### src/hw/fc_pkg.sv
/*
 * fc_layer shared definitions
 * data widths, layer sizes and the packed types used between blocks
 */
package fc_pkg;

	// unsigned fixed point with 10 fraction bits
	localparam int ACT_W = 16;
	localparam int ROW_LEN = 7;
	localparam int NUM_NEURONS = 16;
	localparam int IDX_W = $clog2(NUM_NEURONS);

	// full dot product width kept modulo 2^32
	localparam int DOT_W = 32;

	// scaling window taken out of the dot sum
	localparam int FRAC_SHIFT = 10;
	localparam int TERM_TOP = 24;
	localparam int TERM_W = TERM_TOP - FRAC_SHIFT + 1;

	typedef logic [ACT_W-1:0] act_t;

	// values above this are clamped to zero
	localparam act_t RELU_LIMIT = 16'h8000;

	// one input row with element 0 in the low word
	typedef struct packed {
		act_t [ROW_LEN-1:0] data;
	} act_row_t;

	// row weights for every neuron with neuron 0 in the low slice
	typedef act_row_t [NUM_NEURONS-1:0] weight_bank_t;

	// one word per neuron
	typedef act_t [NUM_NEURONS-1:0] value_bank_t;

	typedef logic [IDX_W-1:0] neuron_idx_t;

	// position of the row currently in the term stage
	typedef struct packed {
		logic valid;
		logic first;
		logic last;
	} row_flags_t;

endpackage

### src/hw/fc_bias_regs.sv
/*
 * fc_bias_regs
 * sixteen neuron bias registers, written one at a time by strobe
 */
`timescale 1ns/1ps

module fc_bias_regs import fc_pkg::*; (
	input  logic        clk,
	input  logic        rst,

	input  logic        bias_we,
	input  neuron_idx_t bias_idx,
	input  act_t        bias_data,

	output value_bank_t biases
);

	value_bank_t bias_q;

	always_ff @(posedge clk) begin
		if (rst) begin
			bias_q <= '0;
		end else if (bias_we) begin
			bias_q[bias_idx] <= bias_data;
		end
	end

	// read continuously by the accumulator
	assign biases = bias_q;

endmodule

### config.mk
export PLATFORM = sky130hd
export DESIGN_NAME = fc_bias_regs
export DESIGN_NICKNAME = d
export VERILOG_FILES = /design/src/hw/fc_pkg.sv /design/src/hw/fc_bias_regs.sv
export SDC_FILE = /design/constraint.sdc
export NUM_CORES = 1
export LEC_CHECK = 0
export ABC_AREA = 1
export BUFFER_PORTS_ARGS = -buffer_cell sky130_fd_sc_hd__clkbuf_2
export CAP_MARGIN = 0
export CORE_UTILIZATION = 40
export DETAILED_ROUTE_END_ITERATION = 16
export PLACE_DENSITY = 0.69
export RECOVER_POWER = 100
export SYNTH_ARGS = -nofsm -noshare
export SYNTH_HDL_FRONTEND = slang
export SYNTH_SLANG_ARGS = --single-unit
### constraint.sdc
create_clock -name clk -period 1.3 [get_ports clk]
set_clock_uncertainty 0.15 [all_clocks]
set_input_delay 0.13 -clock clk [delete_from_list [all_inputs] [get_ports clk]]
set_output_delay 0.13 -clock clk [all_outputs]
set_load 0.02 [all_outputs]
==> results.tsv <==
stage	metric	value	unit
global_route	antenna_found_initial	0	
drt	routed_wl	38330	µm
critical_path	crit_family	flip-flops	
synth	synth_nets	1515	
clocking	htree_num_levels	1	
critical_path	worstPathMaxFanout	2	
cells_and_area	areaGrowthSynthToFinish	63.45	%
floorplanning	core_area	24530	µm²
synth	synth_cell_types	16	
synth	synthCells	1492	
timing	final-setup-viol-count	11	
drt	dr_total_vias	10680	
critical_path	cp.required	1.02	ns
global_route	grt_pass1_vias	10320	
timing	slew_viol_final	0	
placed_design	io_buffers	278	
clocking	clkLatencyLatePin	0.53	ns
cells_and_area	nets	1828	
cells_and_area	nFillCells	1853	
drt	detail_route.first_pass.iterations	8	
drt	wl_per_cell	17.84	µm
cells_and_area	largest_register_ffs	256	
floorplanning	die_x	161	µm
timing	final-hold-violation-count	0	
power	p_per_area	1104	nW/µm²
drt	drt_iter0_drc	922	
placed_design	place_congestion	0.7870	
clocking	cts_tree	built	
timing	period_needed	1.310	ns
timing	hold_slack	0.04745	ns
placed_design	post-place-ws	-0.1231	ns
synth	yosys_warnings	0	
timing	worstMarginPinSlew	0.4121	ns
floorplanning	dieArea	25920	µm²
synth	synth.avg_cell_area	6.778	µm²
timing	final.period_utilization	100.8	%
global_route	grt_pass1_wl	57190	µm
cells_and_area	drive_gt1_share	38.05	%
power	power	18250	µW
job	drv_cap	0	
clocking	numCtsBuffers	28	
drt	via_per_inst	4.972	
synth	syn_area	10110	µm²
outcome	status	complete, but fails checks	
power	p_leak	0.007515	µW
floorplanning	start_util	41.22	%
drt	route.detailed.drc	0	
global_route	grt-ovfl-total	0	
hold_path	hp-class	in -> reg	
critical_path	cp_num_buf_inv	1	
power	ir_drop	1012	µV
critical_path	startpoint_type	register	
global_route	grt_usage	28.18	%
clocking	clockRootBuffer	clkbuf_16	
placed_design	post_dp_cell_area	12460	µm²
drt	ant_nets	0	
timing	slew_headroom	72.46	%
critical_path	slowest_delay	0.36	ns
clocking	cts_sinks	256	
synth	seq_area_frac_synth	50.68	%
clocking	cts_buffer_depth	3	
floorplanning	rows	57	
timing	clock.fmax	763.5	MHz
cells_and_area	design_area	16530	µm²
global_route	grt_max_degree	42	
cells_and_area	antenna_cells	0	
critical_path	crit_slowest_cell	dfxtp_4	
timing	fin_ws	-0.009818	ns
timing	fin_tns_setup	-0.03991	ns
critical_path	arrival	1.03	ns
clocking	clkTransAtPathRegs	0.06	ns
outcome	violations	negative setup slack	
critical_path	worstSetupEndpointType	output pin	
critical_path	path_cells	buf_8	
timing	rsz0062_at_grt	yes	
floorplanning	ios	279	
floorplanning	die_h	161	µm
critical_path	crit_type	reg -> out	
synth	synth_seq_cells	256	
placed_design	dp_hpwl	22020	µm
## cells in the final DEF, fill, tap and decap left out
cell and count:
nand2_1 405, clkinv_8 1, clkbuf_2 21, nand4_1 64, clkinv_2 4, dlygate4sd3_1 17, buf_4 59, dfxtp_4 11
clkbuf_8 7, buf_8 251, nor2_1 512, dfxtp_2 245, clkbuf_4 4, nand2_2 1, clkbuf_16 28, nor2_4 6
buf_2 2, buf_12 31, inv_2 4, buf_6 1, inv_6 1, clkinv_1 1, clkbuf_1 9, inv_1 68
nand3_1 54, bufinv_16 2, clkinvlp_4 1, nor2_2 14
## worst paths after layout
| path | from | cells past startpoint | end | slack [ns] |
|---|---|---|---|---|
| worst max-delay path | biases[20] | 1 | biases[20] | -0.01 |
| worst min-delay path | bias_we | 5 | biases[16] | 0.05 |
| worst max register to register | biases[152] | 3 | biases[152] | 0.33 |
| worst min register to register | biases[180] | 2 | biases[180] | 0.34 |
## synthesized netlist by cell type, drive strengths merged
cell    number  share of area (%)
nor2       532                 20
nand2      406                 15
dfxtp      256                 51
buf         73                3.4
inv         73                2.7
nand4       64                4.0
nand3       54                2.7
clkbuf      33                1.2
clkinv       1              0.037
## per-stage QoR
stage / cells / util, %
after CTS: 2128 / 65.85
after global routing: 2148 / 67.37
final: 2148 / 67.37
after detailed placement: 2056 / 50.81
after global placement: 2056 / 50.81
after floorplan: 1492 / -
## layout make-up
class | instances | area [µm²] | share of cell area [%]
Sequential cell | 256 | 5473 | 33.11
Timing Repair Buffer | 389 | 5180 | 31.34
Multi-Input combinational cell | 1056 | 4274 | 25.86
Clock buffer | 41 | 809.5 | 4.898
Tap cell | 324 | 405.4 | 2.453
Inverter | 74 | 282.8 | 1.711
Clock inverter | 8 | 103.9 | 0.6283
## layer usage
layer  GRT usage (%)  vias to the layer above  share of wire [%]
li1                -                     5168                  -
met2           47.59                      472                 49
met5               0                        -                  0
met3           7.216                       83                7.9
met4           10.76                        0                3.7
met1           34.34                     4956                 40
## what timing repair did
action / CTS / global route
resized for setup: 753 / 266
endpoints found under the setup margin: 256 / 256
hold endpoints to repair: 103 / 0
hold buffers: 17 / 0
setup buffers: 6 / 20
## kinds of logic (layout without fill, tap and decap cells)
kind of cell | count (synthesis) | after routing | share of synthesized area, %
buffers and inverters | 180 | 512 | 7.350
flip-flops | 256 | 256 | 50.68
AND/OR/NAND/NOR | 1056 | 1056 | 41.97
## power by group
| group | internal, µW | leakage, µW | switching, µW |
|---|---|---|---|
| clock network | 4690 | 0.000447 | 3210 |
| registers | 8040 | 0.00220 | 173 |
| logic | 918 | 0.00487 | 1230 |
Power figures use the tool's default switching activity.
