===== config.mk =====
export PLATFORM = sky130hd
export DESIGN_NAME = fc_neuron_dot
export DESIGN_NICKNAME = d
export VERILOG_FILES = /design/src/hw/fc_pkg.sv /design/src/hw/fc_neuron_dot.sv
export SDC_FILE = /design/constraint.sdc
export NUM_CORES = 2
export LEC_CHECK = 0
export BUFFER_PORTS_ARGS = -buffer_cell sky130_fd_sc_hd__buf_2
export CAP_MARGIN = 20
export CELL_PAD_IN_SITES_DETAIL_PLACEMENT = 2
export CELL_PAD_IN_SITES_GLOBAL_PLACEMENT = 2
export CORE_MARGIN = 2
export CORE_UTILIZATION = 38
export CTS_BUF_LIST = sky130_fd_sc_hd__clkbuf_4
export DETAILED_ROUTE_END_ITERATION = 10
export GPL_TIMING_DRIVEN = 0
export PLACE_DENSITY = 0.82
export SETUP_SLACK_MARGIN = 0.2
export SYNTH_ARGS = -nofsm -noshare
export SYNTH_HDL_FRONTEND = slang
export SYNTH_SLANG_ARGS = --single-unit

===== constraint.sdc =====
create_clock -name clk -period 9.2 [get_ports clk]
set_input_delay 0.46 -clock clk [delete_from_list [all_inputs] [get_ports clk]]
set_output_delay 0.46 -clock clk [all_outputs]
set_load 0.005 [all_outputs]

===== src/hw/fc_pkg.sv =====
/*
 * fc_layer shared definitions
 * data widths, layer sizes and the packed types used between blocks
 */
package fc_pkg;

	// unsigned fixed point with 10 fraction bits
	localparam int ACT_W = 16;
	localparam int ROW_LEN = 7;
	localparam int NUM_NEURONS = 16;
	localparam int IDX_W = $clog2(NUM_NEURONS);

	// full dot product width kept modulo 2^32
	localparam int DOT_W = 32;

	// scaling window taken out of the dot sum
	localparam int FRAC_SHIFT = 10;
	localparam int TERM_TOP = 24;
	localparam int TERM_W = TERM_TOP - FRAC_SHIFT + 1;

	typedef logic [ACT_W-1:0] act_t;

	// values above this are clamped to zero
	localparam act_t RELU_LIMIT = 16'h8000;

	// one input row with element 0 in the low word
	typedef struct packed {
		act_t [ROW_LEN-1:0] data;
	} act_row_t;

	// row weights for every neuron with neuron 0 in the low slice
	typedef act_row_t [NUM_NEURONS-1:0] weight_bank_t;

	// one word per neuron
	typedef act_t [NUM_NEURONS-1:0] value_bank_t;

	typedef logic [IDX_W-1:0] neuron_idx_t;

	// position of the row currently in the term stage
	typedef struct packed {
		logic valid;
		logic first;
		logic last;
	} row_flags_t;

endpackage


===== src/hw/fc_neuron_dot.sv =====
/*
 * fc_neuron_dot
 * 7-term dot product of one neuron, scaled to a 16-bit term and registered
 */
`timescale 1ns/1ps

module fc_neuron_dot import fc_pkg::*; (
	input  logic     clk,

	input  logic     in_valid,
	input  act_row_t in_row,
	input  act_row_t weights,

	output act_t     term
);

	logic [DOT_W-1:0] prod [ROW_LEN];
	logic [DOT_W-1:0] dot_sum;
	logic [TERM_W-1:0] scaled;

	// each 16x16 product fits 32 bits
	always_comb begin
		for (int i = 0; i < ROW_LEN; i++) begin
			prod[i] = DOT_W'(in_row.data[i]) * DOT_W'(weights.data[i]);
		end
	end

	// sum wraps at 2^32
	always_comb begin
		dot_sum = '0;
		for (int i = 0; i < ROW_LEN; i++) begin
			dot_sum = dot_sum + prod[i];
		end
	end

	// drop the fraction bits, keep up to bit 24
	assign scaled = dot_sum[TERM_TOP:FRAC_SHIFT];

	always_ff @(posedge clk) begin
		if (in_valid) begin
			term <= {{(ACT_W - TERM_W){1'b0}}, scaled};
		end
	end

endmodule


==> flow_summary_export.csv <==
group,metric,value,unit
run_status,status,"complete, but fails checks",
run_status,failed_checks,"setup timing",
final_layout,multi_input_area,0.0450,mm^2
critical_path,critPathMostFrequentCell,"fa_1",
timing,finalSetupViolCount,4,
synth,syn_area,0.0522,mm^2
placement,port-buffer-count,231,
placement,gp_congestion,0.928,
timing,max_freq,106,MHz
detailed_routing,vias_per_cell,5.53,
synth,synth_seq_area_share,0.00862,
floorplanning,die_height,375,um
timing,period_minus_slack,9.44,ns
critical_path,slowest_stage,"fa_1",
critical_path,critical_path_buf_inv_count,7,
placement,placed_cell_area,0.0556,mm^2
timing,tns,-0.632,ns
global_routing,grt_max_degree,16,
floorplanning,ios,242,
placement,dp_hpwl,202000,um
critical_path,cpPeakStageDelay,0.71,ns
run,cap_violations,0,
floorplanning,rows,136,
timing,tightest_slew,1.22,ns
timing,fin_ws,-0.241,ns
floorplanning,die_x,375,um
synth,syn_nets,7764,
final_layout,reg_top3,"term: 15 flops",
min_path,hold_depth,1,
synth,avgSynthCellArea,9.25,um^2
timing,rsz0062_at_grt,"yes",
clocking,clockBufferDepth,2,
synth,synth_cell_type_count,41,
detailed_routing,vias,42926,
final_layout,syn2layout_area_growth,12.0,%
detailed_routing,dr.pass1.iters,5,
global_routing,grt_pass1_vias,49984,
clocking,numClockSinks,15,
clocking,cts_tree,"built",
clocking,numCtsBuffers,3,
global_routing,antenna_found_initial,28,
final_layout,num-nets-final,8075,
critical_path,critPathArrivalTime,9.52,ns
global_routing,overflow,0,
final_layout,layout.cells.most_common_list,"1650 x inv_1, 1400 x fa_1, 843 x and2_1, 789 x nand2_1, 413 x ha_1",
final_layout,layout-drive-gt1-share,0.112,
critical_path,crit_path_end_kind,"flop",
clocking,h-tree-depth,1,
final_layout,regArea,450,um^2
timing,hold_viol_final,0,
final_layout,finalInstanceArea,0.0585,mm^2
critical_path,crit_fanout,10,
critical_path,critPathTopFamily,"adder cells",
detailed_routing,avgRoutedWirePerCell,34.5,um
timing,maxSlewHeadroom,0.180,
floorplanning,core-area,0.137,mm^2
detailed_routing,ant_nets,0,
timing,fin_crit_sh,1.03,
detailed_routing,routed_wl,268000,um
synth,ys_ff_latch,15,
min_path,holdPathEnd,"term[9]",
final_layout,final_common_cell,"inv_1",
critical_path,critPathLaunchType,"input port",
global_routing,grt_pass1_wl,332000,um
detailed_routing,drt_iter0_markers,3447,
final_layout,regMostFlops,"term",
detailed_routing,drc,0,
min_path,hold_class,"in -> reg",
min_path,hold_start,"in_valid",
final_layout,largest_reg_flops,15,
floorplanning,design.die.area,0.140,mm^2
floorplanning,initial_core_util,0.381,
final_layout,fill_cells,14679,
synth,synth_cells,5647,
timing,slew_violations,0,
critical_path,startpoint,"in_row[14]",
global_routing,global_route.usage.total,0.326,
synth,yosys_warnings,0,
clocking,root_buffer,"clkbuf_4",
critical_path,path_class,"in -> reg",
critical_path,cp.required,9.28,ns
clocking,clk_pin_slew,0.11,ns
## cells in the mapped netlist
library cell / number / share of area
nand2_2: 2 / 0.00024
conb_1: 1 / 0.000072
o31ai_1: 1 / 0.00014
xnor3_1: 1 / 0.00043
buf_4: 6 / 0.00086
o31a_1: 1 / 0.00017
a211o_1: 1 / 0.00017
nand2_1: 792 / 0.057
fa_1: 1472 / 0.56
and2_2: 7 / 0.0010
o21bai_1: 1 / 0.00014
a221oi_1: 1 / 0.00017
clkbuf_1: 210 / 0.015
nand2b_1: 1 / 0.00012
buf_2: 4 / 0.00038
o21a_1: 1 / 0.00014
a21oi_1: 7 / 0.00067
nand4_1: 1 / 0.00012
o21ai_1: 2 / 0.00019
xnor2_2: 5 / 0.0016
a21o_1: 6 / 0.00086
and2_1: 849 / 0.10
nor2_1: 7 / 0.00050
a211oi_1: 1 / 0.00014
nor4_1: 1 / 0.00012
xnor2_1: 111 / 0.019
a31oi_1: 2 / 0.00024
o311a_1: 1 / 0.00019
or3_1: 1 / 0.00012
or2_2: 1 / 0.00012
nor2b_1: 1 / 0.00012
xor2_1: 21 / 0.0035
nor3_1: 3 / 0.00029
ha_1: 419 / 0.10
a31o_2: 1 / 0.00017
and3_1: 3 / 0.00036
nand3_1: 3 / 0.00029
o21ai_0: 1 / 0.000096
and4b_1: 1 / 0.00019
edfxtp_1: 15 / 0.0086
inv_1: 1682 / 0.12
## worst max-delay path by stage
stage | endpoint | slack [ns] | cells past startpoint
floorplan | term[14] | 0.52 | 29
CTS | term[14] | 0.09 | 31
finish | term[14] | -0.24 | 26
global placement | term[14] | -0.84 | 28
global route | term[14] | -0.24 | 26
detailed placement | term[14] | -1.28 | 28
## timing repair
item                                    CTS  global route
buffers inserted                         15            65
gates resized for setup                 458           543
hold buffers                              0             0
endpoints found under the setup margin   12             8
pin swaps                                27           121
## routing by layer
layer / part of all wire / global-route usage / wire, um / vias to the layer above
met5: 0.00047 / 0 / 126 / -
met4: 0.11 / 0.214 / 29600 / 22
met3: 0.077 / 0.0489 / 20600 / 1328
met2: 0.48 / 0.578 / 130000 / 2603
met1: 0.33 / 0.363 / 87800 / 22756
li1: - / - / - / 16217
## through the flow
step / utilization / setup WS (ns) / instances / hold slack [ns]
floorplan: - / 0.523 / 5647 / 0.572
global placement: 0.406 / -0.842 / 7672 / 0.860
detailed placement: 0.406 / -1.28 / 7672 / 0.873
CTS: 0.416 / 0.0885 / 7687 / 0.597
global route: 0.427 / -0.237 / 7759 / 0.615
finish: 0.427 / -0.241 / 7762 / 0.602
## area by class of cell
type,instances,share of cell area
diodes,11,0.000470
flip-flops and latches,15,0.00770
inverters,1682,0.108
repair buffers,311,0.0352
well taps,1794,0.0384
clock buffers,4,0.000513
plain buffers,215,0.0416
multi-input cells,3730,0.768
## cell families after synthesis
| group | after synthesis | synth area share |
|---|---|---|
| other | 1 | 0.0000718 |
| buffers and inverters | 1902 | 0.137 |
| flip-flops | 15 | 0.00862 |
| adder cells (fa/ha/maj) | 1891 | 0.664 |
| AO/OA/AOI/OAI | 27 | 0.00350 |
| AND/OR/NAND/NOR | 1673 | 0.162 |
| XOR/XNOR | 138 | 0.0241 |
Power is left out: the tool's default activity adds up to more than one toggle a clock period on the data nets, which glitch-free logic cannot reach.
