[src/hw/fc_pkg.sv]
/*
 * fc_layer shared definitions
 * data widths, layer sizes and the packed types used between blocks
 */
package fc_pkg;

	// unsigned fixed point with 10 fraction bits
	localparam int ACT_W = 16;
	localparam int ROW_LEN = 7;
	localparam int NUM_NEURONS = 16;
	localparam int IDX_W = $clog2(NUM_NEURONS);

	// full dot product width kept modulo 2^32
	localparam int DOT_W = 32;

	// scaling window taken out of the dot sum
	localparam int FRAC_SHIFT = 10;
	localparam int TERM_TOP = 24;
	localparam int TERM_W = TERM_TOP - FRAC_SHIFT + 1;

	typedef logic [ACT_W-1:0] act_t;

	// values above this are clamped to zero
	localparam act_t RELU_LIMIT = 16'h8000;

	// one input row with element 0 in the low word
	typedef struct packed {
		act_t [ROW_LEN-1:0] data;
	} act_row_t;

	// row weights for every neuron with neuron 0 in the low slice
	typedef act_row_t [NUM_NEURONS-1:0] weight_bank_t;

	// one word per neuron
	typedef act_t [NUM_NEURONS-1:0] value_bank_t;

	typedef logic [IDX_W-1:0] neuron_idx_t;

	// position of the row currently in the term stage
	typedef struct packed {
		logic valid;
		logic first;
		logic last;
	} row_flags_t;

endpackage

[src/hw/fc_row_sequencer.sv]
/*
 * fc_row_sequencer
 * counts rows within a vector and flags the first and last row of each one
 */
`timescale 1ns/1ps

module fc_row_sequencer import fc_pkg::*; #(
	parameter int NUM_ROWS = 28
) (
	input  logic       clk,
	input  logic       rst,

	input  logic       in_valid,

	output row_flags_t flags
);

	// keep at least one bit for a single-row vector
	localparam int CNT_W = (NUM_ROWS > 1) ? $clog2(NUM_ROWS) : 1;
	localparam logic [CNT_W-1:0] LAST_ROW = CNT_W'(NUM_ROWS - 1);

	logic [CNT_W-1:0] row_cnt;
	logic             at_first;
	logic             at_last;

	assign at_first = (row_cnt == '0);
	assign at_last = (row_cnt == LAST_ROW);

	always_ff @(posedge clk) begin
		if (rst) begin
			row_cnt <= '0;
		end else if (in_valid) begin
			if (at_last) begin
				row_cnt <= '0;
			end else begin
				row_cnt <= row_cnt + 1'b1;
			end
		end
	end

	// registered on the dot-term edge so flags and terms stay aligned
	always_ff @(posedge clk) begin
		if (rst) begin
			flags <= '0;
		end else begin
			flags.valid <= in_valid;
			flags.first <= in_valid && at_first;
			flags.last <= in_valid && at_last;
		end
	end

endmodule

[config.mk]
export PLATFORM = sky130hd
export DESIGN_NAME = fc_row_sequencer
export DESIGN_NICKNAME = d
export VERILOG_FILES = /design/src/hw/fc_pkg.sv /design/src/hw/fc_row_sequencer.sv
export SDC_FILE = /design/constraint.sdc
export NUM_CORES = 1
export LEC_CHECK = 0
export ABC_AREA = 1
export ABC_CLOCK_PERIOD_IN_PS = 2700
export BUFFER_PORTS_ARGS = -buffer_cell sky130_fd_sc_hd__buf_2
export CAP_MARGIN = 20
export CORE_AREA = 8 8 45 47
export DETAILED_ROUTE_END_ITERATION = 10
export DIE_AREA = 0 0 53 55
export GPL_TIMING_DRIVEN = 1
export PLACE_DENSITY_LB_ADDON = 0.12
export SYNTH_ARGS = -nofsm -noshare
export SYNTH_HDL_FRONTEND = slang
export SYNTH_SLANG_ARGS = --single-unit
[constraint.sdc]
create_clock -name clk -period 2.7 [get_ports clk]
set_input_delay 0.27 -clock clk [delete_from_list [all_inputs] [get_ports clk]]
set_output_delay 0.27 -clock clk [all_outputs]
set_load 0.02 [all_outputs]
==> impl_summary.md, run 1 <==
Run status
The flow ran to the end, and the final reports show no timing, DRC or antenna violations.

Die
The row count is 14. The die covers 2920 µm². The core region is 1380 µm².

The initial utilization of the core area, before any placement, comes to 0.247. The horizontal die dimension is 53 µm. The vertical die dimension is 55 µm. During I/O placement, the number of pins put on the boundary was 6.

Critical path
The reg-to-reg endpoint is row_cnt[4]. The data arrival at the endpoint of the critical path is 1180 ps. The critical path depth in cells is 6. The worst setup path is of the flop to flop kind. Traced cell by cell, the critical path runs through ha_1, nand2_1, nor2_1, nand3_1, nand2_1, nor2_1. The gate family responsible for the most delay along the worst path is simple AND/OR/NAND/NOR gates. Following the worst setup path forward leads to its endpoint at row_cnt[4]. The number of cells on the worst reg-to-reg path is 6. The delay contributed by the slowest stage of the critical path is 350 ps. STA puts the critical path data required time at 2850 ps.

The kind of end point of the critical path is a flop. The reg-to-reg critical path startpoint is row_cnt[0]. The startpoint type of the worst setup path is a flop. The launching element of the worst setup path is row_cnt[0]. The slowest stage of the critical path is the sky130_fd_sc_hd__dfxtp_1 cell. Together, buffers and inverters on the worst path number 0. Setup slack on the worst reg-to-reg path comes out at 1670 ps.

The maximum fanout count along the critical path is 3.

Worst hold path
In this run the worst hold path is classified as input port to flop.

Clocking
The clock-pin slew of the registers on the worst-case setup and hold paths is 60 ps. Buffers inserted to repair hold after CTS numbered 0. At the later pin of the worst-skew pair, clock insertion delay measures 260 ps.

The number of gates resized after cts is 0. The clock net in this run drives a total of 8 sinks. The CTS tree is built. In this run, CTS created clock tree buffers numbering 3. The number of buffers added for setup after CTS is 0. Clock tree synthesis selected as its root buffer the cell sky130_fd_sc_hd__clkbuf_4. The clock passes through at most 2 buffers. The depth of the CTS H-tree is 1.

Layout
In the layout the commonest cells are sky130_fd_sc_hd__nand2_1, sky130_fd_sc_hd__nor2_1, sky130_fd_sc_hd__dfxtp_1, sky130_fd_sc_hd__inv_1, sky130_fd_sc_hd__buf_2. In the final layout, the share of cells above drive strength 1 is 0.185. After the last flow step, the layout net total stands at 61.

Leaving out filler cells and counting taps, the final layout contains 70. The area growth from synthesis to layout is 19.8%. The number of inserted diodes is 0. The most frequent standard cell in the layout excluding fill and tap cells is sky130_fd_sc_hd__nand2_1.

Pwr
The power per standard cell area is 587 nW/µm². The analysis attributes to net switching a power of 0.0589 mW. The switching share of power is 0.245. The fraction of power consumed by combinational cells is 0.087. The internal portion of total power is 0.181 mW. IR analysis of the VDD net gives a maximum drop of 0.158 mV. Of the total power, registers draw 0.523. Summed over all cells, the static leakage comes to 0.186 nW. The clock power share is 0.390. Summing internal, switching and leakage power gives 0.240 mW.

Timing
The fmax is 968 MHz. Setup violations remaining at the end of the flow were counted as 0. The number of slew-limit violations in the final report is 0. The total negative setup slack is 0 ps. The actual transition at the worst max-transition pin is 228 ps. The total count of hold-check failures in the final report is 0. The worst clock skew is 3.94 ps. Setup repair after global routing left no endpoint under its margin.

The final critical-path share of the clock period is 0.383. The worst-case headroom to the max-slew limit is 0.847. The least setup slack across all paths after layout is 1670 ps. The shortest clock period the worst path allows after layout is 1030 ps.

Synthesis
Synthesis handed over a netlist of 46 instances. The synthesized net count is 51. The cell taking the most area after synthesis is sky130_fd_sc_hd__dfxtp_1. After synthesis, the cell types taking the most area are sky130_fd_sc_hd__dfxtp_1, sky130_fd_sc_hd__nand2_1, sky130_fd_sc_hd__nor2_1. Yosys mapped the design onto 15 distinct sky130hd cell types. The post-synthesis sequential area ratio is 0.469. The area of the mapped netlist is 342 µm². The warning count from the yosys run is 0. The mean area per synthesized cell is 7.43 µm². The area fraction of the dominant cell type after synthesis is 0.469.

The synthesized design contains 8 register bits.

Route
The number of design-rule violations left by the first detailed-router iteration is 1. After detailed routing, the average wire length per cell comes to 10.5 µm. The number of design rule violations left after detail routing is 0. After detailed routing, the number of vias per cell comes to 4.43. The number of detailed-route iterations in the first pass is 3. For this block, the routed nets add up to 732 µm of wire. Summing over every cut layer, the via total after detailed routing is 310. The number of routed nets with antenna violations is 0.

Placed design
The number of placed instances, taps included, is 67. The count of buffers added on input and output ports is 5. Routability-driven placement finished with a final weighted congestion of 0.744.

Prior to clock tree synthesis, the placed netlist has a worst setup slack of 1680 ps. The wire-length estimate of the detail-placed layout is 551 µm.

GRT
The via count of the first global-routing pass was 299. The total routing usage reported by global routing is 0.0618. Entering global routing, the biggest net connects 7 pins. The number of antenna violations at the first check in global routing came to 0. The first global-routing pass estimated 1210 µm of wire.

For this run the aggregate overflow at the end of global routing stands at 0.

Job
Max-cap violations in this run came to 0.
per-layer routing:
layer | vias up | routed length, µm | global-route usage
li1 | 157 | - | -
met1 | 141 | 320 | 0.0595
met2 | 7 | 319 | 0.0840
met3 | 5 | 48 | 0.0348
met4 | 0 | 43 | 0.0776
met5 | - | 0 | 0
worst min path at each step:
stage | end | cells after the start | slack [ps] | startpoint
after detailed placement | flags[2] | 2 | 480 | rst
final | flags[2] | 2 | 210 | rst
after global routing | flags[2] | 2 | 210 | rst
after CTS | flags[2] | 2 | 200 | rst
after global placement | flags[2] | 2 | 480 | rst
after floorplan | flags[0] | 1 | 340 | rst
registers in the layout (all words and copies together), names as in the netlist:
name / cells
row_cnt: 5
flags: 3
synthesized netlist by cell type:
cell / instances
sky130_fd_sc_hd__a21oi_1: 1
sky130_fd_sc_hd__dfxtp_1: 8
sky130_fd_sc_hd__ha_1: 2
sky130_fd_sc_hd__inv_1: 6
sky130_fd_sc_hd__inv_2: 1
sky130_fd_sc_hd__nand2_1: 11
sky130_fd_sc_hd__nand3_1: 2
sky130_fd_sc_hd__nand3b_1: 1
sky130_fd_sc_hd__nand4_1: 1
sky130_fd_sc_hd__nor2_1: 8
sky130_fd_sc_hd__nor2_2: 1
sky130_fd_sc_hd__nor3_1: 1
sky130_fd_sc_hd__o21ai_0: 1
sky130_fd_sc_hd__o21ai_1: 1
sky130_fd_sc_hd__xor2_1: 1
power groups by stage:
| stage | Sequential [mW] | Clock, mW | Combinational [mW] |
|---|---|---|---|
| CTS | 0.126 | 0.0984 | 0.0213 |
| global placement | 0.128 | 0 | 0.0213 |
| global route | 0.126 | 0.105 | 0.0241 |
| detailed placement | 0.128 | 0 | 0.0211 |
| floorplan | 0.130 | 0 | 0.0111 |
| finish | 0.126 | 0.0936 | 0.0209 |
final cells by class:
type	instances	area [µm²]
fill	154	975
clock buffer	3	22.5
multi-input combinational	31	155
inverter	7	26.3
timing repair buffer	5	25.0
tap	16	20.0
sequential	8	160
cell families (layout without fill, tap and decap cells):
logic type / after synthesis / after routing / synth area share
AO/OA/AOI/OAI: 3 / 3 / 0.0439
XOR/XNOR: 1 / 1 / 0.0256
flip-flops: 8 / 8 / 0.469
AND/OR/NAND/NOR: 25 / 25 / 0.311
buffers and inverters: 7 / 15 / 0.0769
adder cells (fa/ha/maj): 2 / 2 / 0.0732
metrics by stage:
stage	util	hold slack, ps	area, µm²
floorplan	-	342	342
global placement	0.279	484	387
detailed placement	0.279	476	387
CTS	0.296	199	409
global route	0.296	209	409
finish	0.296	206	409
No activity file was read; power rests on OpenSTA's default activity.
==> run 2: changes to the inputs <==
Settings changed: ABC_CLOCK_PERIOD_IN_PS 2700 to 950.
Clock period 2.7 ns to 0.95 ns, I/O delays scaled along.
==> run 2 against run 1 <==
Against the previous run: the flow now finishes with violations (negative setup slack); count of clock-buffer cells in the layout stayed put; maximum frequency is 7.4% higher; clock power grew to 2.8 times the previous value; combinational power grew to 3.4 times the previous value; final cell count is 7.1% higher; sequential cell count stayed put; worst hold slack worse by 180 ps; wire length is 6.3% lower; critical path depth is 2 lower; largest cell class is now multi-input combinational cells; highest routed layer unchanged.
==> impl_summary.md, run 2 (synthesized netlist as in run 1, its figures left out) <==
Layout
Counting flops per register, the top entry is row_cnt. The largest registers in the layout are row_cnt (5), flags (3). The area growth from synthesis to layout is 38.1%. 0 antenna diodes ended up in the layout. The number of nets at the end of the flow is 66. The top cell types in the final layout, fill and taps aside, are sky130_fd_sc_hd__nand2_1, sky130_fd_sc_hd__nor2_1, sky130_fd_sc_hd__dfxtp_1. The total non-filler cell area in the finished layout is 472 µm². Leaving out fill and tap cells, the most frequent cell in the layout is sky130_fd_sc_hd__nand2_1. The share of post-route cells with drive strength above 1 is 0.373. Fill cells in the final layout number 150.

The register with the most flip-flops in the layout has 5 of them.

Critical path
The critical path data required time is 1090 ps. Data on the critical path arrives at its endpoint at 1110 ps. The kind of end point of the critical path is a flop. The critical path class is flop to flop. Along the worst path, the maximum fanout reaches 3. Among cell families on the critical path, the largest total delay comes from flip-flops. The delay contributed by the slowest stage of the critical path is 370 ps. The cell with the largest stage delay on the worst path is sky130_fd_sc_hd__dfxtp_4. The critical path goes through inv_2, ha_1, o21ai_1, a21oi_1.

Together, buffers and inverters on the worst path number 1. The startpoint type of the worst setup path is a flop.

Worst hold path
The type of the tightest min-delay check is input port to flop.

Pwr
The power per standard cell area is 1480 nW/µm². IR analysis of the VDD net gives a maximum drop of 0.619 mV. Summed over all cells, the static leakage comes to 0.211 nW. After layout, the design draws a total of 0.696 mW.

GRT
Entering global routing, the biggest net connects 6 pins. Global routing finished with a remaining overflow of 0. The via count of the first global-routing pass is 323. In the global route stage, overall resource usage came out at 0.0573. The global-route wire length before repair is 1230 µm. The number of antenna violations at the first check in global routing is 0.

Clocking
The CTS sink count is 8. The root buffer cell is sky130_fd_sc_hd__clkbuf_4. The CTS tree is built.

The maximum root-to-sink buffer count is 2. Counting the buffers created by CTS gives 3. The count of hold buffers inserted by post-cts repair is 0.

In this run the number of H-tree levels came out at 1. The clock-pin slew of the registers on the worst-case setup and hold paths is 60 ps. The insertion delay to the later sink of the worst-skew pair is 250 ps.

Route
The number of design-rule violations left by the first detailed-router iteration is 0. After detailed routing, the number of remaining DRC violations is 0. In the routed layout, each cell is associated on average with a via count of 4.07. The wire length per cell is 9.15 µm. The length of routed met2 wiring is 309 µm. For this run, the detailed router's first-pass iteration total came to 1. Once detail routing completed, the nets flagged for antenna violations numbered 0. The total vias in the final route is 305. Wire segments on met3 add up to 37 µm in the final route. The routed design has 686 µm of wire. The detailed router put a total of 319 µm of wire on met1. The highest routing layer actually used is met4.

Timing
The worst clock skew is 1.19 ps. The total count of hold-check failures in the final report is 0. The number of endpoints failing setup at the final stage is 1. The number of slew-limit violations in the final report is 0. The worst-case headroom to the max-slew limit is 0.913. Setup repair after global routing could not meet its margin everywhere. The least setup slack across all paths after layout is -12.2 ps. Timing would allow up to 1040 MHz. For the final routed database, the setup TNS stands at -12.2 ps. The final critical-path share of the clock period is 1.01. After layout, the minimum clock period comes to 962 ps. The actual transition at the worst max-transition pin is 130 ps.

Die
The initial core utilization is 0.247. The die covers 2920 µm². The vertical die dimension is 55 µm. The top-level port count is 6.

In this run the standard cell core region covers 1380 µm². The row count is 14. The horizontal die dimension is 53 µm.

Placed design
The final estimated routing congestion in global placement is 0.753. The count of buffers from port buffering is 5. The area after detailed placement is 417 µm².

Once detailed placement completed, the half-perimeter wirelength came to 559 µm.

Run status
The checks that failed: negative setup slack. The run finished, with violations left.

Job
The tool flagged a number of max-cap violations equal to 0.
-- run 2: cell types whose count changed in the layout (fill, tap and decap cells not counted), sizes merged --
cell,before,now
buf,5,10
-- run 2: routing by layer --
layer | up-vias | global-route usage
li1 | 171 | -
met2 | 6 | 0.0918
met4 | 0 | 0.0517
met3 | 4 | 0.0187
met1 | 124 | 0.0592
met5 | - | 0
-- run 2: what timing repair did --
item                       4_1_cts  5_1_grt
gates resized for setup          4        5
pin swaps                        1        4
setup buffers                    0        1
setup endpoints to repair        5        5
-- run 2: worst paths after layout --
check | startpoint | to | slack (ps) | cells past startpoint
max | row_cnt[0] | row_cnt[1] | -10 | 4
min | rst | flags[0] | 30 | 2
max reg2reg | row_cnt[0] | row_cnt[1] | -10 | 4
min reg2reg | row_cnt[1] | row_cnt[1] | 510 | 2
-- run 2: worst reg2reg max path: stages, from the launching register on --
cell and delay (ps):
sky130_fd_sc_hd__dfxtp_4 370, sky130_fd_sc_hd__inv_2 40, sky130_fd_sc_hd__ha_1 270, sky130_fd_sc_hd__o21ai_1 130, sky130_fd_sc_hd__a21oi_1 50
-- run 2: power by group --
part           switching [mW]  internal [mW]
Combinational          0.0412         0.0292
Sequential             0.0110          0.350
Clock                   0.121          0.145
-- run 2: layout make-up --
class	instances	area, µm²	share of cell area
clock buffers	3	22.5	0.0477
multi-input cells	31	175	0.371
inverters	7	26.3	0.0557
flip-flops and latches	8	165	0.350
repair buffers	10	62.6	0.133
well taps	16	20.0	0.0424
-- run 2: stage by stage --
stage,setup WS (ps),utilization,instances,hold slack [ps]
2_1_floorplan,21.4,-,46,167
3_3_place_gp,-79.6,0.301,71,295
3_5_place_dp,-68.7,0.301,71,296
4_1_cts,-24.1,0.328,74,26.7
5_1_grt,-69.5,0.341,75,39.3
6_report,-12.2,0.341,75,29.4
==> run 3: changes to the inputs <==
Settings changed: GPL_TIMING_DRIVEN 1 to 0, PLACE_DENSITY set to 0.53, PLACE_DENSITY_LB_ADDON 0.12 to unset, SLEW_MARGIN set to 0.
==> run 3 against run 2 <==
Against the previous run: the run now ends clean; first-iteration DRC count grew 1; wire length rose by 12%; die area did not move; clock power hardly changed; core utilization rose by 0.90 points; final area increased by 2.7%.
==> impl_summary.md, run 3 (synthesized netlist as in run 1, its figures left out) <==
GRT
The global-route wire length before repair is 1320 µm. The remaining global-route overflow is 0. The number of antenna violations at the first check in global routing came to 0.

The via count of the first global-routing pass came to 321. The maximum number of pins on one net before global-route repair is 7. For this run, the total global-route usage over all layers was measured as 0.0630.

Layout
In the layout the commonest cells are sky130_fd_sc_hd__nand2_1, sky130_fd_sc_hd__nor2_1, sky130_fd_sc_hd__buf_2, sky130_fd_sc_hd__inv_1, sky130_fd_sc_hd__dfxtp_1. In the final layout, the registers with the most flip-flops are row_cnt (5), flags (3). The number of flip-flops in the largest register is 5. The share of post-route cells with drive strength above 1 is 0.429. The number of nets at the end of the flow is 63. The total non-filler cell area in the finished layout is 484 µm². The area growth from synthesis to layout is 41.8%.

The finished layout holds 72 standard cells, fillers aside. Leaving out fill and tap cells, the most frequent cell in the layout is sky130_fd_sc_hd__nand2_1. The number of inserted diodes is 0. The register with the most flip-flops in the final layout is row_cnt.

Pwr
For this design the ratio of total power to cell area is 1450 nW/µm². The largest vdd supply drop is 0.613 mV. The leakage power is 0.208 nW.

Die
The core box area is 1380 µm². For this configuration, the core starts out at a cell density of 0.247. The row count is 14.

The die covers 2920 µm². 6 I/O pins were placed. The vertical die dimension is 55 µm. The die is 53 µm wide.

Critical path
The worst register-to-register path begins at row_cnt[1]. The launching element of the worst setup path is row_cnt[1]. The critical path data required time is 1100 ps. On the critical path, the stage with the largest delay is an instance of sky130_fd_sc_hd__dfxtp_4. The data arrival at the endpoint of the critical path is 1090 ps.

The setup path with the least slack is of type flop to flop. In this run the worst path has a maximum fanout of 4. Traced cell by cell, the critical path runs through ha_4, nand3b_1, nand2_2, nor2_1. The startpoint type of the worst setup path is a flop.

The delay contributed by the slowest stage of the critical path is 370 ps. The worst setup path is captured at a flop.

Timing
At the pin with the least slew margin, the transition time is 132 ps. Hold timing on the final database bottoms out at a slack of 28.9 ps. In the finished design, the share of the clock period the worst path needs comes to 0.990.

Setup slack on the critical path of the routed design comes to 9.18 ps. Setup repair after global routing could not meet its margin everywhere. The shortest clock period the worst path allows after layout is 941 ps. Derived from the worst setup path, the maximum achievable clock frequency is 1060 MHz. The total count of hold-check failures in the final report is 0. Headroom to the max-slew limit came out at 0.911. The number of slew-limit violations in the final report is 0. The worst clock skew is 4.46 ps. Setup violations remaining at the end of the flow were counted as 0.

Route
Dividing the detail-routed wire length by the instance count gives 10.7 µm. The number of vias per cell is 4.39. The final routed wirelength across all metal layers is 767 µm. For this run, design rule violations remaining after detail routing come to 0. The number of detailed-route iterations in the first pass is 4. In this run, the number of DRC markers left after iteration 0 of detailed routing was 1.

The number of routed nets with antenna violations is 0. Across all layers, the routed design uses 316 vias.

Placed design
Prior to clock tree synthesis, the placed netlist has a worst setup slack of -59.5 ps. Including well taps, the total number of placed cells is 67. After detailed placement, the total cell area comes to 387 µm². Port buffering added 5 buffers. After legalization and detailed placement, the total HPWL measured 510 µm.

At the end of routability-driven placement, the weighted congestion stood at 0.723.

Clocking
TritonCTS built the clock tree. The depth of the CTS H-tree is 1. The insertion delay to the later sink of the worst-skew pair is 260 ps. The root buffer cell is sky130_fd_sc_hd__clkbuf_4. The CTS sink count is 8. Clock-pin slew was measured on the worst setup and hold paths at 60 ps. The clock passes through at most 2 buffers. The number of clock buffers added by TritonCTS is 3.

Worst hold path
The tightest min-delay check is of the input port to flop type. In this run the most critical hold path is launched from rst.

Job
The number of maximum-capacitance violations is 0.

Run status
The run finished with clean final reports.
-- run 3: per-stage QoR --
stage | TNS, ps | total power [mW] | util
after floorplan | 0 | 0.403 | -
after global placement | -191 | 0.423 | 0.279
after detailed placement | -238 | 0.425 | 0.279
after CTS | -25.1 | 0.695 | 0.302
after global routing | -160 | 0.755 | 0.350
final | 0 | 0.701 | 0.350
-- run 3: what timing repair did --
item / CTS / global route
pin swaps: 1 / 8
setup endpoints to repair: 5 / 6
hold buffers: 0 / 0
endpoints found under the hold margin: 0 / 0
setup buffers: 0 / 2
resized for setup: 5 / 13
-- run 3: path summary, 6_finish.rpt --
kind           endpoint  slack (ps)  depth (start not counted)
min reg2reg    flags[1]         500                          1
min            flags[2]          30                          2
max          row_cnt[4]           9                          4
max reg2reg  row_cnt[4]           9                          4
-- run 3: report_power, final --
part	leakage (nW)	total (mW)	switching [mW]	internal (mW)
registers	0.0679	0.360	0.0135	0.346
clock network	0.0138	0.268	0.123	0.145
logic	0.126	0.0727	0.0450	0.0277
total	0.208	0.701	0.182	0.519
-- run 3: metal layers --
layer	up-vias	global-route usage	share of wire
li1	165	-	-
met1	140	0.0582	0.42
met2	11	0.107	0.47
met3	0	0.0428	0.11
met4	0	0.0259	0
met5	-	0	0
-- run 3: cell type report --
cell class / instances / area, µm²
fill: 157 / 900
multi-input combinational: 31 / 203
sequential: 8 / 173
timing repair buffer: 7 / 40.0
inverter: 7 / 26.3
clock buffer: 3 / 22.5
tap: 16 / 20.0
-- run 3: worst max-delay path, delay by kind of cell (launching register included) --
kind	cells	cell delay, ps
and+or+nand+nor	3	310
DFF	1	370
adders and majority gates	1	160
